<file path="src/design/flow_ctl_consts.svh">
`ifndef FLOW_CTL_CONSTS_SVH
`define FLOW_CTL_CONSTS_SVH

// Switch control range, offsets relative to BASE_OFFSET
`define FC_FLOW_TBL_TRIG        16'h1004
`define FC_FLOW_TBL_SEL         16'h100c
// Bit 0 clears IP timestamps, bit 1 clears MAC timestamps
`define FC_CLR_TS               16'h1010
`define FC_FLOW_TBL_CONF        16'h1014
`define FC_FLOW_TBL_STATUS      16'h1018

// MAC TCAM staging
`define FC_MAC_TCAM_ADDR        16'h1100
`define FC_MAC_TCAM_DATA        16'h1104
`define FC_MAC_TCAM_DATA_MASK   16'h1108
`define FC_MAC_TCAM_MASK        16'h110c
`define FC_MAC_TCAM_WREN        16'h1110

// IP TCAM staging
`define FC_IP_TCAM_ADDR         16'h1140
`define FC_IP_TCAM_DATA         16'h1144
`define FC_IP_TCAM_MASK         16'h1148
`define FC_IP_TCAM_WREN         16'h1150

// Timestamp words, each MSB word sits 4 bytes above its LSB word
`define FC_TS_TAP0_LSB          16'h1600
`define FC_TS_TAP1_LSB          16'h1608
`define FC_TS_MAC_FIRST_LSB     16'h1610
`define FC_TS_MAC_LAST_LSB      16'h1618
`define FC_TS_IP_FIRST_LSB      16'h1620
`define FC_TS_IP_LAST_LSB       16'h1628
`define FC_TS_TRIG_LSB          16'h1640
`define FC_TS_MSB_STEP          16'h0004

// Field widths
`define FC_TBL_FIELD_W          6
`define FC_TRIG_W               3

// MAC and port tables start out bypassed
`define FC_CONF_RESET           6'h3c

// Wait cycles before the read acknowledge
`define FC_RD_WAIT              7

`endif

</file>
<file path="src/design/flow_ctl_pkg.sv">
`default_nettype none

`include "flow_ctl_consts.svh"

package flow_ctl_pkg;

   // Bus side, only address bits 15:0 are decoded
   typedef logic [31:0] bus_addr_t;
   typedef logic [31:0] bus_word_t;

   // TCAM keys and masks
   typedef logic [47:0] mac_addr_t;
   typedef logic [31:0] ip_addr_t;
   typedef logic [3:0]  tbl_index_t;

   // Table selection, configuration and status
   typedef logic [`FC_TBL_FIELD_W-1:0] tbl_field_t;
   typedef logic [`FC_TRIG_W-1:0]      trig_t;

   // Free-running reference counter value
   typedef logic [63:0] timestamp_t;

   // Read wait sequencing
   typedef enum logic [1:0] {
      RD_IDLE,
      RD_WAIT,
      RD_ACK
   } rd_state_e;

endpackage

`default_nettype wire

</file>
<file path="src/design/bus_responder.sv">
`default_nettype none

`include "flow_ctl_consts.svh"

module bus_responder
   import flow_ctl_pkg::*;
#(
   parameter logic [15:0] BASE_OFFSET = 16'h0000
) (
   input  logic       Bus2IP_Clk,
   input  logic       reset,
   input  logic       bus_cs,
   input  logic       bus_rnw,
   input  bus_addr_t  bus_addr,
   input  tbl_field_t flow_table_status,
   input  tbl_field_t flow_table_sel,
   input  tbl_field_t flow_table_config,
   input  tbl_index_t mac_tcam_addr,
   input  mac_addr_t  mac_tcam_din,
   input  mac_addr_t  mac_tcam_din_mask,
   input  tbl_index_t ip_tcam_addr,
   input  ip_addr_t   ip_tcam_din,
   input  ip_addr_t   ip_tcam_din_mask,
   input  timestamp_t ts_tap0,
   input  timestamp_t ts_tap1,
   input  timestamp_t ts_trig,
   input  timestamp_t ts_mac_first,
   input  timestamp_t ts_mac_last,
   input  timestamp_t ts_ip_first,
   input  timestamp_t ts_ip_last,
   output bus_word_t  bus_rdata,
   output logic       bus_rd_ack,
   output logic       bus_wr_ack
);

   localparam int CNT_W = $clog2(`FC_RD_WAIT + 1);

   rd_state_e        rd_state;
   logic [CNT_W-1:0] rd_cnt;
   logic             rd_done;
   logic [15:0]      rel_addr;
   bus_word_t        rd_word;

   assign rel_addr = bus_addr[15:0] - BASE_OFFSET;

   always_comb begin
      case (rel_addr)
         `FC_FLOW_TBL_SEL:       rd_word = bus_word_t'(flow_table_sel);
         `FC_FLOW_TBL_CONF:      rd_word = bus_word_t'(flow_table_config);
         `FC_FLOW_TBL_STATUS:    rd_word = bus_word_t'(flow_table_status);
         `FC_MAC_TCAM_ADDR:      rd_word = bus_word_t'(mac_tcam_addr);
         `FC_MAC_TCAM_DATA:      rd_word = mac_tcam_din[31:0];
         `FC_MAC_TCAM_DATA_MASK: rd_word = {mac_tcam_din_mask[15:0], mac_tcam_din[47:32]};
         `FC_MAC_TCAM_MASK:      rd_word = mac_tcam_din_mask[47:16];
         `FC_IP_TCAM_ADDR:       rd_word = bus_word_t'(ip_tcam_addr);
         `FC_IP_TCAM_DATA:       rd_word = ip_tcam_din;
         `FC_IP_TCAM_MASK:       rd_word = ip_tcam_din_mask;
         // 64-bit timestamps, LSB word first
         `FC_TS_TAP0_LSB:                         rd_word = ts_tap0[31:0];
         `FC_TS_TAP0_LSB + `FC_TS_MSB_STEP:       rd_word = ts_tap0[63:32];
         `FC_TS_TAP1_LSB:                         rd_word = ts_tap1[31:0];
         `FC_TS_TAP1_LSB + `FC_TS_MSB_STEP:       rd_word = ts_tap1[63:32];
         `FC_TS_MAC_FIRST_LSB:                    rd_word = ts_mac_first[31:0];
         `FC_TS_MAC_FIRST_LSB + `FC_TS_MSB_STEP:  rd_word = ts_mac_first[63:32];
         `FC_TS_MAC_LAST_LSB:                     rd_word = ts_mac_last[31:0];
         `FC_TS_MAC_LAST_LSB + `FC_TS_MSB_STEP:   rd_word = ts_mac_last[63:32];
         `FC_TS_IP_FIRST_LSB:                     rd_word = ts_ip_first[31:0];
         `FC_TS_IP_FIRST_LSB + `FC_TS_MSB_STEP:   rd_word = ts_ip_first[63:32];
         `FC_TS_IP_LAST_LSB:                      rd_word = ts_ip_last[31:0];
         `FC_TS_IP_LAST_LSB + `FC_TS_MSB_STEP:    rd_word = ts_ip_last[63:32];
         `FC_TS_TRIG_LSB:                         rd_word = ts_trig[31:0];
         `FC_TS_TRIG_LSB + `FC_TS_MSB_STEP:       rd_word = ts_trig[63:32];
         default:                                 rd_word = '0;
      endcase
   end

   // Last wait cycle, read word is latched here
   assign rd_done = (rd_state == RD_WAIT) && (rd_cnt == CNT_W'(`FC_RD_WAIT));

   always_ff @(posedge Bus2IP_Clk) begin
      if (reset) begin
         rd_state <= RD_IDLE;
         rd_cnt   <= '0;
      end else begin
         case (rd_state)
            RD_IDLE: begin
               if (bus_cs && bus_rnw) begin
                  rd_state <= RD_WAIT;
                  rd_cnt   <= CNT_W'(1);
               end
            end
            RD_WAIT: begin
               if (rd_done) begin
                  rd_state <= RD_ACK;
                  rd_cnt   <= '0;
               end else begin
                  rd_cnt <= rd_cnt + 1'b1;
               end
            end
            // Hold the acknowledge until the host lets go of cs
            RD_ACK: begin
               if (!bus_cs) begin
                  rd_state <= RD_IDLE;
               end
            end
            default: rd_state <= RD_IDLE;
         endcase
      end
   end

   always_ff @(posedge Bus2IP_Clk) begin
      if (rd_done) begin
         bus_rdata <= rd_word;
      end
   end

   assign bus_rd_ack = (rd_state == RD_ACK);

   always_ff @(posedge Bus2IP_Clk) begin
      if (reset) begin
         bus_wr_ack <= 1'b0;
      end else if (bus_wr_ack) begin
         bus_wr_ack <= bus_cs;
      end else if (bus_cs && !bus_rnw) begin
         bus_wr_ack <= 1'b1;
      end
   end

   acks_exclusive: assert property (@(posedge Bus2IP_Clk) disable iff (reset)
      !(bus_rd_ack && bus_wr_ack));

endmodule

`default_nettype wire

</file>
<file path="src/design/event_timestamps.sv">
`default_nettype none

`include "flow_ctl_consts.svh"

module event_timestamps
   import flow_ctl_pkg::*;
#(
   parameter logic [15:0] BASE_OFFSET = 16'h0000
) (
   input  logic       Bus2IP_Clk,
   input  logic       reset,
   input  logic       bus_cs,
   input  logic       bus_rnw,
   input  bus_addr_t  bus_addr,
   input  bus_word_t  bus_wdata,
   input  timestamp_t ref_counter,
   input  trig_t      flow_table_trig,
   input  logic       mac_tcam_wren,
   input  logic       ip_tcam_wren,
   output timestamp_t ts_tap0,
   output timestamp_t ts_tap1,
   output timestamp_t ts_trig,
   output timestamp_t ts_mac_first,
   output timestamp_t ts_mac_last,
   output timestamp_t ts_ip_first,
   output timestamp_t ts_ip_last
);

   logic [15:0] rel_addr;
   logic        wr_cycle;
   logic        tap0_hit;
   logic        tap1_hit;
   logic        clr_hit;

   // Index 0 is the IP table, index 1 the MAC table, same as the clear bits
   logic [1:0] tbl_wren;
   logic [1:0] tbl_clr;
   logic [1:0] tbl_seen;
   timestamp_t tbl_first [2];
   timestamp_t tbl_last  [2];

   assign rel_addr = bus_addr[15:0] - BASE_OFFSET;
   assign wr_cycle = bus_cs && !bus_rnw;
   assign tap0_hit = wr_cycle && (rel_addr == `FC_TS_TAP0_LSB);
   assign tap1_hit = wr_cycle && (rel_addr == `FC_TS_TAP1_LSB);
   assign clr_hit  = wr_cycle && (rel_addr == `FC_CLR_TS);

   assign tbl_wren = {mac_tcam_wren, ip_tcam_wren};
   assign tbl_clr  = clr_hit ? bus_wdata[1:0] : 2'b00;

   // Taps follow the counter for as long as the write is held
   always_ff @(posedge Bus2IP_Clk) begin
      if (reset) begin
         ts_tap0 <= '0;
         ts_tap1 <= '0;
         ts_trig <= '0;
      end else begin
         if (tap0_hit) begin
            ts_tap0 <= ref_counter;
         end
         if (tap1_hit) begin
            ts_tap1 <= ref_counter;
         end
         if (flow_table_trig != '0) begin
            ts_trig <= ref_counter;
         end
      end
   end

   for (genvar t = 0; t < 2; t++) begin : g_tbl
      // Clear wins over a wren pulse in the same cycle
      always_ff @(posedge Bus2IP_Clk) begin
         if (reset) begin
            tbl_seen[t]  <= 1'b0;
            tbl_first[t] <= '0;
            tbl_last[t]  <= '0;
         end else if (tbl_clr[t]) begin
            tbl_seen[t]  <= 1'b0;
            tbl_first[t] <= '0;
            tbl_last[t]  <= '0;
         end else if (tbl_wren[t]) begin
            tbl_seen[t] <= 1'b1;
            tbl_last[t] <= ref_counter;
            if (!tbl_seen[t]) begin
               tbl_first[t] <= ref_counter;
            end
         end
      end

      first_held: assert property (@(posedge Bus2IP_Clk) disable iff (reset)
         tbl_seen[t] && !tbl_clr[t] |=> $stable(tbl_first[t]));
   end

   assign ts_ip_first  = tbl_first[0];
   assign ts_ip_last   = tbl_last[0];
   assign ts_mac_first = tbl_first[1];
   assign ts_mac_last  = tbl_last[1];

endmodule

`default_nettype wire

</file>
<file path="src/design/flow_ctl_top.sv">
`default_nettype none

module flow_ctl_top
   import flow_ctl_pkg::*;
#(
   parameter logic [15:0] BASE_OFFSET = 16'h0000
) (
   input  logic       Bus2IP_Clk,
   input  logic       reset,
   input  logic       bus_cs,
   input  logic       bus_rnw,
   input  bus_addr_t  bus_addr,
   input  bus_word_t  bus_wdata,
   input  tbl_field_t flow_table_status,
   input  timestamp_t ref_counter,
   output bus_word_t  bus_rdata,
   output logic       bus_rd_ack,
   output logic       bus_wr_ack,
   output tbl_field_t flow_table_sel,
   output tbl_field_t flow_table_config,
   output trig_t      flow_table_trig,
   output tbl_index_t mac_tcam_addr,
   output mac_addr_t  mac_tcam_din,
   output mac_addr_t  mac_tcam_din_mask,
   output logic       mac_tcam_wren,
   output tbl_index_t ip_tcam_addr,
   output ip_addr_t   ip_tcam_din,
   output ip_addr_t   ip_tcam_din_mask,
   output logic       ip_tcam_wren
);

   timestamp_t ts_tap0;
   timestamp_t ts_tap1;
   timestamp_t ts_trig;
   timestamp_t ts_mac_first;
   timestamp_t ts_mac_last;
   timestamp_t ts_ip_first;
   timestamp_t ts_ip_last;

   // Table programming side
   table_program_regs #(
      .BASE_OFFSET (BASE_OFFSET)
   ) u_table_program_regs (
      .Bus2IP_Clk        (Bus2IP_Clk),
      .reset             (reset),
      .bus_cs            (bus_cs),
      .bus_rnw           (bus_rnw),
      .bus_addr          (bus_addr),
      .bus_wdata         (bus_wdata),
      .flow_table_sel    (flow_table_sel),
      .flow_table_config (flow_table_config),
      .flow_table_trig   (flow_table_trig),
      .mac_tcam_addr     (mac_tcam_addr),
      .mac_tcam_din      (mac_tcam_din),
      .mac_tcam_din_mask (mac_tcam_din_mask),
      .mac_tcam_wren     (mac_tcam_wren),
      .ip_tcam_addr      (ip_tcam_addr),
      .ip_tcam_din       (ip_tcam_din),
      .ip_tcam_din_mask  (ip_tcam_din_mask),
      .ip_tcam_wren      (ip_tcam_wren)
   );

   // Event timestamping side
   event_timestamps #(
      .BASE_OFFSET (BASE_OFFSET)
   ) u_event_timestamps (
      .Bus2IP_Clk      (Bus2IP_Clk),
      .reset           (reset),
      .bus_cs          (bus_cs),
      .bus_rnw         (bus_rnw),
      .bus_addr        (bus_addr),
      .bus_wdata       (bus_wdata),
      .ref_counter     (ref_counter),
      .flow_table_trig (flow_table_trig),
      .mac_tcam_wren   (mac_tcam_wren),
      .ip_tcam_wren    (ip_tcam_wren),
      .ts_tap0         (ts_tap0),
      .ts_tap1         (ts_tap1),
      .ts_trig         (ts_trig),
      .ts_mac_first    (ts_mac_first),
      .ts_mac_last     (ts_mac_last),
      .ts_ip_first     (ts_ip_first),
      .ts_ip_last      (ts_ip_last)
   );

   bus_responder #(
      .BASE_OFFSET (BASE_OFFSET)
   ) u_bus_responder (
      .Bus2IP_Clk        (Bus2IP_Clk),
      .reset             (reset),
      .bus_cs            (bus_cs),
      .bus_rnw           (bus_rnw),
      .bus_addr          (bus_addr),
      .flow_table_status (flow_table_status),
      .flow_table_sel    (flow_table_sel),
      .flow_table_config (flow_table_config),
      .mac_tcam_addr     (mac_tcam_addr),
      .mac_tcam_din      (mac_tcam_din),
      .mac_tcam_din_mask (mac_tcam_din_mask),
      .ip_tcam_addr      (ip_tcam_addr),
      .ip_tcam_din       (ip_tcam_din),
      .ip_tcam_din_mask  (ip_tcam_din_mask),
      .ts_tap0           (ts_tap0),
      .ts_tap1           (ts_tap1),
      .ts_trig           (ts_trig),
      .ts_mac_first      (ts_mac_first),
      .ts_mac_last       (ts_mac_last),
      .ts_ip_first       (ts_ip_first),
      .ts_ip_last        (ts_ip_last),
      .bus_rdata         (bus_rdata),
      .bus_rd_ack        (bus_rd_ack),
      .bus_wr_ack        (bus_wr_ack)
   );

endmodule

`default_nettype wire

</file>
<file path="src/design/table_program_regs.sv">
`default_nettype none

`include "flow_ctl_consts.svh"

module table_program_regs
   import flow_ctl_pkg::*;
#(
   parameter logic [15:0] BASE_OFFSET = 16'h0000
) (
   input  logic       Bus2IP_Clk,
   input  logic       reset,
   input  logic       bus_cs,
   input  logic       bus_rnw,
   input  bus_addr_t  bus_addr,
   input  bus_word_t  bus_wdata,
   output tbl_field_t flow_table_sel,
   output tbl_field_t flow_table_config,
   output trig_t      flow_table_trig,
   output tbl_index_t mac_tcam_addr,
   output mac_addr_t  mac_tcam_din,
   output mac_addr_t  mac_tcam_din_mask,
   output logic       mac_tcam_wren,
   output tbl_index_t ip_tcam_addr,
   output ip_addr_t   ip_tcam_din,
   output ip_addr_t   ip_tcam_din_mask,
   output logic       ip_tcam_wren
);

   logic [15:0] rel_addr;
   logic        wr_cycle;

   logic sel_hit;
   logic conf_hit;
   logic trig_hit;
   logic mac_addr_hit;
   logic mac_data_hit;
   logic mac_data_mask_hit;
   logic mac_mask_hit;
   logic mac_wren_hit;
   logic ip_addr_hit;
   logic ip_data_hit;
   logic ip_mask_hit;
   logic ip_wren_hit;

   // Bit 0 MAC wren, bit 1 IP wren, bit 2 trigger
   logic [2:0] pulse_hit;
   logic [2:0] pulse_hit_d;
   logic [2:0] pulse_rise;

   // Decode relative to the block base
   assign rel_addr = bus_addr[15:0] - BASE_OFFSET;
   assign wr_cycle = bus_cs && !bus_rnw;

   assign sel_hit           = wr_cycle && (rel_addr == `FC_FLOW_TBL_SEL);
   assign conf_hit          = wr_cycle && (rel_addr == `FC_FLOW_TBL_CONF);
   assign trig_hit          = wr_cycle && (rel_addr == `FC_FLOW_TBL_TRIG);
   assign mac_addr_hit      = wr_cycle && (rel_addr == `FC_MAC_TCAM_ADDR);
   assign mac_data_hit      = wr_cycle && (rel_addr == `FC_MAC_TCAM_DATA);
   assign mac_data_mask_hit = wr_cycle && (rel_addr == `FC_MAC_TCAM_DATA_MASK);
   assign mac_mask_hit      = wr_cycle && (rel_addr == `FC_MAC_TCAM_MASK);
   assign mac_wren_hit      = wr_cycle && (rel_addr == `FC_MAC_TCAM_WREN);
   assign ip_addr_hit       = wr_cycle && (rel_addr == `FC_IP_TCAM_ADDR);
   assign ip_data_hit       = wr_cycle && (rel_addr == `FC_IP_TCAM_DATA);
   assign ip_mask_hit       = wr_cycle && (rel_addr == `FC_IP_TCAM_MASK);
   assign ip_wren_hit       = wr_cycle && (rel_addr == `FC_IP_TCAM_WREN);

   always_ff @(posedge Bus2IP_Clk) begin
      if (reset) begin
         flow_table_sel    <= '0;
         flow_table_config <= `FC_CONF_RESET;
      end else begin
         if (sel_hit) begin
            flow_table_sel <= bus_wdata[`FC_TBL_FIELD_W-1:0];
         end
         if (conf_hit) begin
            flow_table_config <= bus_wdata[`FC_TBL_FIELD_W-1:0];
         end
      end
   end

   // MAC key and mask are built from three staggered words
   always_ff @(posedge Bus2IP_Clk) begin
      if (mac_addr_hit) begin
         mac_tcam_addr <= bus_wdata[$bits(tbl_index_t)-1:0];
      end
      if (mac_data_hit) begin
         mac_tcam_din[31:0] <= bus_wdata;
      end
      if (mac_data_mask_hit) begin
         mac_tcam_din[47:32]     <= bus_wdata[15:0];
         mac_tcam_din_mask[15:0] <= bus_wdata[31:16];
      end
      if (mac_mask_hit) begin
         mac_tcam_din_mask[47:16] <= bus_wdata;
      end
   end

   always_ff @(posedge Bus2IP_Clk) begin
      if (ip_addr_hit) begin
         ip_tcam_addr <= bus_wdata[$bits(tbl_index_t)-1:0];
      end
      if (ip_data_hit) begin
         ip_tcam_din <= bus_wdata;
      end
      if (ip_mask_hit) begin
         ip_tcam_din_mask <= bus_wdata;
      end
   end

   // One pulse per transaction however long the host holds cs
   assign pulse_hit  = {trig_hit, ip_wren_hit, mac_wren_hit};
   assign pulse_rise = pulse_hit & ~pulse_hit_d;

   always_ff @(posedge Bus2IP_Clk) begin
      if (reset) begin
         pulse_hit_d     <= '0;
         mac_tcam_wren   <= 1'b0;
         ip_tcam_wren    <= 1'b0;
         flow_table_trig <= '0;
      end else begin
         pulse_hit_d     <= pulse_hit;
         mac_tcam_wren   <= pulse_rise[0];
         ip_tcam_wren    <= pulse_rise[1];
         flow_table_trig <= pulse_rise[2] ? bus_wdata[`FC_TRIG_W-1:0] : '0;
      end
   end

   mac_wren_single: assert property (@(posedge Bus2IP_Clk) disable iff (reset)
      mac_tcam_wren |=> !mac_tcam_wren);

   ip_wren_single: assert property (@(posedge Bus2IP_Clk) disable iff (reset)
      ip_tcam_wren |=> !ip_tcam_wren);

endmodule

`default_nettype wire

</file>
<file path="config.mk">
export PLATFORM = sky130hd
export DESIGN_NAME = flow_ctl_top
export DESIGN_NICKNAME = d
export VERILOG_FILES = /design/src/design/flow_ctl_pkg.sv /design/src/design/bus_responder.sv /design/src/design/event_timestamps.sv /design/src/design/flow_ctl_top.sv /design/src/design/table_program_regs.sv
export VERILOG_INCLUDE_DIRS = /design/src /design/src/design
export SDC_FILE = /design/constraint.sdc
export NUM_CORES = 1
export LEC_CHECK = 0
export BUFFER_PORTS_ARGS = -buffer_cell sky130_fd_sc_hd__clkbuf_2
export CELL_PAD_IN_SITES_DETAIL_PLACEMENT = 1
export CELL_PAD_IN_SITES_GLOBAL_PLACEMENT = 1
export CORE_MARGIN = 2
export CORE_UTILIZATION = 25
export DETAILED_ROUTE_END_ITERATION = 6
export GPL_ROUTABILITY_DRIVEN = 0
export PLACE_DENSITY_LB_ADDON = 0.25
export SLEW_MARGIN = 5
export SYNTH_ARGS = -nofsm -noshare
export SYNTH_HDL_FRONTEND = slang
export SYNTH_SLANG_ARGS = --single-unit
</file>
<file path="constraint.sdc">
create_clock -name Bus2IP_Clk -period 5.65 [get_ports Bus2IP_Clk]
set_input_delay 1.13 -clock Bus2IP_Clk [delete_from_list [all_inputs] [get_ports Bus2IP_Clk]]
set_output_delay 1.13 -clock Bus2IP_Clk [all_outputs]
set_load 0.03 [all_outputs]
</file>
==> impl_results.md <==
- Status: finished clean
- Final setup viols: 0
- Mapped Nets: 2542
- Tcrit/Tclk final: 76.4%
- Initial antenna violation count: 33
- Die Y: 340 um
- I/O pin cnt: 357
- Clk_skew: 0.0310 ns
- DR iter-0 viols: 3190
- FFs w/ async S/R, synth: 0%
- Max VDD drop: 0.187 mV
- Cell count after placement: 4219
- Die area: 116000 um2
- RSZ-0062 raised after global routing: no
- Post-layout util: 31.5%
- Sw Share: 22.6%
- IO buf count: 340
- Sequential share of power: 47.6%
- CP cell instances: clkbuf_2, or4b_1, nor3_1, and2_1, buf_4, a22o_1, a221oi_1, nand4_1
- Slowest CP cell: or4b_1
- Die X: 340 um
- Avg Inst Size Synth: 11.8 um2
- Setup TNS: 0 ns
- Clk network pwr share: 48.7%
- Max Root-Sink Buffers: 3
- Layout cells sized above 1: 25.0%
- DRT Wirelength: 153000 um
- Fin cells: 4370
- Final nets: 2940
- Row cnt: 123
- Post-synth top flop: edfxtp_1
- GR Util All Layers: 25.8%
- Starting density of the core: 25.2%
- Critical Path Max Stage Delay: 1.04 ns
- Internal: 8.73 mW
- Cell leakage power: 12.8 nW
- Yosys warnings: 0
- Total gr overflow: 0
- Worst path buffer plus inverter count: 2
- Fill count: 12334
- CTS buffer count: 79
- Post-CTS setup buffers: 0
- Final critical-path required period: 4.32 ns
- Worst-Skew Late Latency: 0.65 ns
- Arr. time, crit path: 4.82 ns
- CP Max Fanout: 12
- Dpl hpwl: 106000 um
- Number of synthesized flops with an enable pin: 456
- Netlist cell types: 74
- Sequential area share after synthesis: 64.1%
- Synth Instances: 2402
- Core area: 112000 um2
- Post-route DRC: 0
- Delay-heaviest family, CP: simple AND/OR/NAND/NOR gates
- Synth-to-Final Area Change: 25.4%
- Endpoint type of the worst setup path: flop
- NetSw: 2.55 mW
- H-Tree Depth: 3
- Vias: 24116
- Hold crit path type: flop to flop
- Worst Tran Pin Value: 1.28 ns
- Final Max Slew Viols: 0
- Area taken by multi-input logic gates: 9560 um2
- Relative slew slack: 14.5%
- Hold violation count in the final report: 0
- CP Launch Type: input pin
- Clock Sinks: 676
- CP Class: input pin to flop
- Via density: 5.52
- Largest net degree at the start of global routing: 95
- Pre-antenna DRT Iters: 5
- Root buffer cell: clkbuf_16
- Final ANT Viol Nets: 0
- Final hold slack: 0.398 ns
- Mapped Area: 28200 um2
- Number of synthesized register bits: 676
- Worst-path clk slew: 0.06 ns
- First-pass GRT wire length: 208000 um
- Number of max-cap violations: 0
- CTS tree: done
- WL/cell: 35.1 um
- Vias in the first global route: 24032
- Max Freq: 232 MHz
- Sequential Area: 18100 um2
- Post-CTS Hold Buffers: 0
- Worst Path Required: 6.15 ns
- Pwr dens: 319 nW/um2
- Comb power frac: 3.7%
- Post_cts resized: 0
-- cell usage after synthesis, drive strengths merged, types with 33 or more instances --
library cell / number / area (um2)
a22oi: 79 / 598
mux2i: 38 / 380
and2: 139 / 870
dfxtp: 220 / 4400
nor4: 33 / 370
edfxtp: 456 / 13700
and3: 141 / 882
nor3: 43 / 279
buf: 77 / 432
nand2: 444 / 1670
a221oi: 45 / 394
clkbuf: 101 / 379
a21oi: 212 / 1060
nor2: 48 / 180
nand4: 39 / 244
-- state kept, by name (all words and copies together) (netlist names), 32 cells and up --
register / flops
u_event_timestamps.tbl_last: 128
u_event_timestamps.ts_tap1: 64
u_table_program_regs.ip_tcam_din_mask: 32
u_bus_responder.bus_rdata: 32
u_event_timestamps.ts_trig: 64
u_table_program_regs.ip_tcam_din: 32
u_event_timestamps.tbl_first: 128
u_table_program_regs.mac_tcam_din: 48
u_event_timestamps.ts_tap0: 64
u_table_program_regs.mac_tcam_din_mask: 48
-- worst reg2reg max path: stages (launching register included) --
cell      delay (ns)
edfxtp_1        0.40
a222oi_1        1.02
o211a_1         0.36
nand4_1         0.28
-- cell usage in the layout, fill, tap and decap left out, drive strengths merged, types with 39 or more instances in the layout --
master / count
nand4: 39
and2: 139
and3: 141
a221oi: 45
a21oi: 212
buf: 156
nor2: 48
edfxtp: 456
clkbuf: 438
nor3: 43
a22oi: 79
nand2: 444
dfxtp: 220
-- stage by stage --
stage / power [mW] / area [um2] / setup slack [ns]
2_1_floorplan: 5.62 / 28200 / -0.231
3_3_place_gp: 5.87 / 32600 / 0.899
3_5_place_dp: 5.88 / 32600 / 0.826
4_1_cts: 11.3 / 35400 / 1.49
5_1_grt: 11.6 / 35400 / 1.44
6_report: 11.3 / 35400 / 1.33
-- cells by family (layout without fill, tap and decap cells) --
logic type	after synthesis	in the layout	share of synthesized area [%]
and+or+nand+nor	999	999	18.8
DFF	676	676	64.1
AOI/OAI and AO/OA	496	496	12.2
buffers and inverters	180	644	2.90
muxes	49	49	1.83
adders and majority gates	2	2	0.0886
other	0	4	0
-- power by group through the flow --
| stage | clock (mW) | combinational (mW) | sequential [mW] |
|---|---|---|---|
| after detailed placement | 0 | 0.405 | 5.48 |
| after global routing | 5.75 | 0.426 | 5.38 |
| after CTS | 5.57 | 0.407 | 5.37 |
| after global placement | 0 | 0.397 | 5.47 |
| after floorplan | 0 | 0.143 | 5.48 |
| final | 5.50 | 0.415 | 5.37 |
-- final timing paths --
kind,from,end,slack (ns),depth (start not counted)
setup / recovery,bus_addr[3],u_bus_responder.bus_rdata[21],1.33,8
hold / removal,u_table_program_regs.pulse_hit_d[1],u_table_program_regs.ip_tcam_wren,0.40,1
setup reg to reg,u_table_program_regs.ip_tcam_din[0],u_bus_responder.bus_rdata[0],3.25,3
hold reg to reg,u_table_program_regs.pulse_hit_d[1],u_table_program_regs.ip_tcam_wren,0.40,1
-- area by class of cell --
cell class,instances,share of cell area (%)
Antenna cell,4,0.0283
Clock buffer,99,6.03
Clock inverter,48,1.78
Inverter,2,0.0212
Multi-Input combinational cell,1546,27.0
Sequential cell,676,51.1
Tap cell,1500,5.30
Timing Repair Buffer,495,8.68
-- metal layers --
metal  global-route usage, %  vias to the layer above  routed length, um
met5                   0.776                        -                243
met4                    10.7                       34               6950
met3                    7.57                      326              15500
met2                    38.5                     1328              66500
met1                    34.7                    12571              64100
li1                        -                     9857                  -
Power figures use the tool's default switching activity.
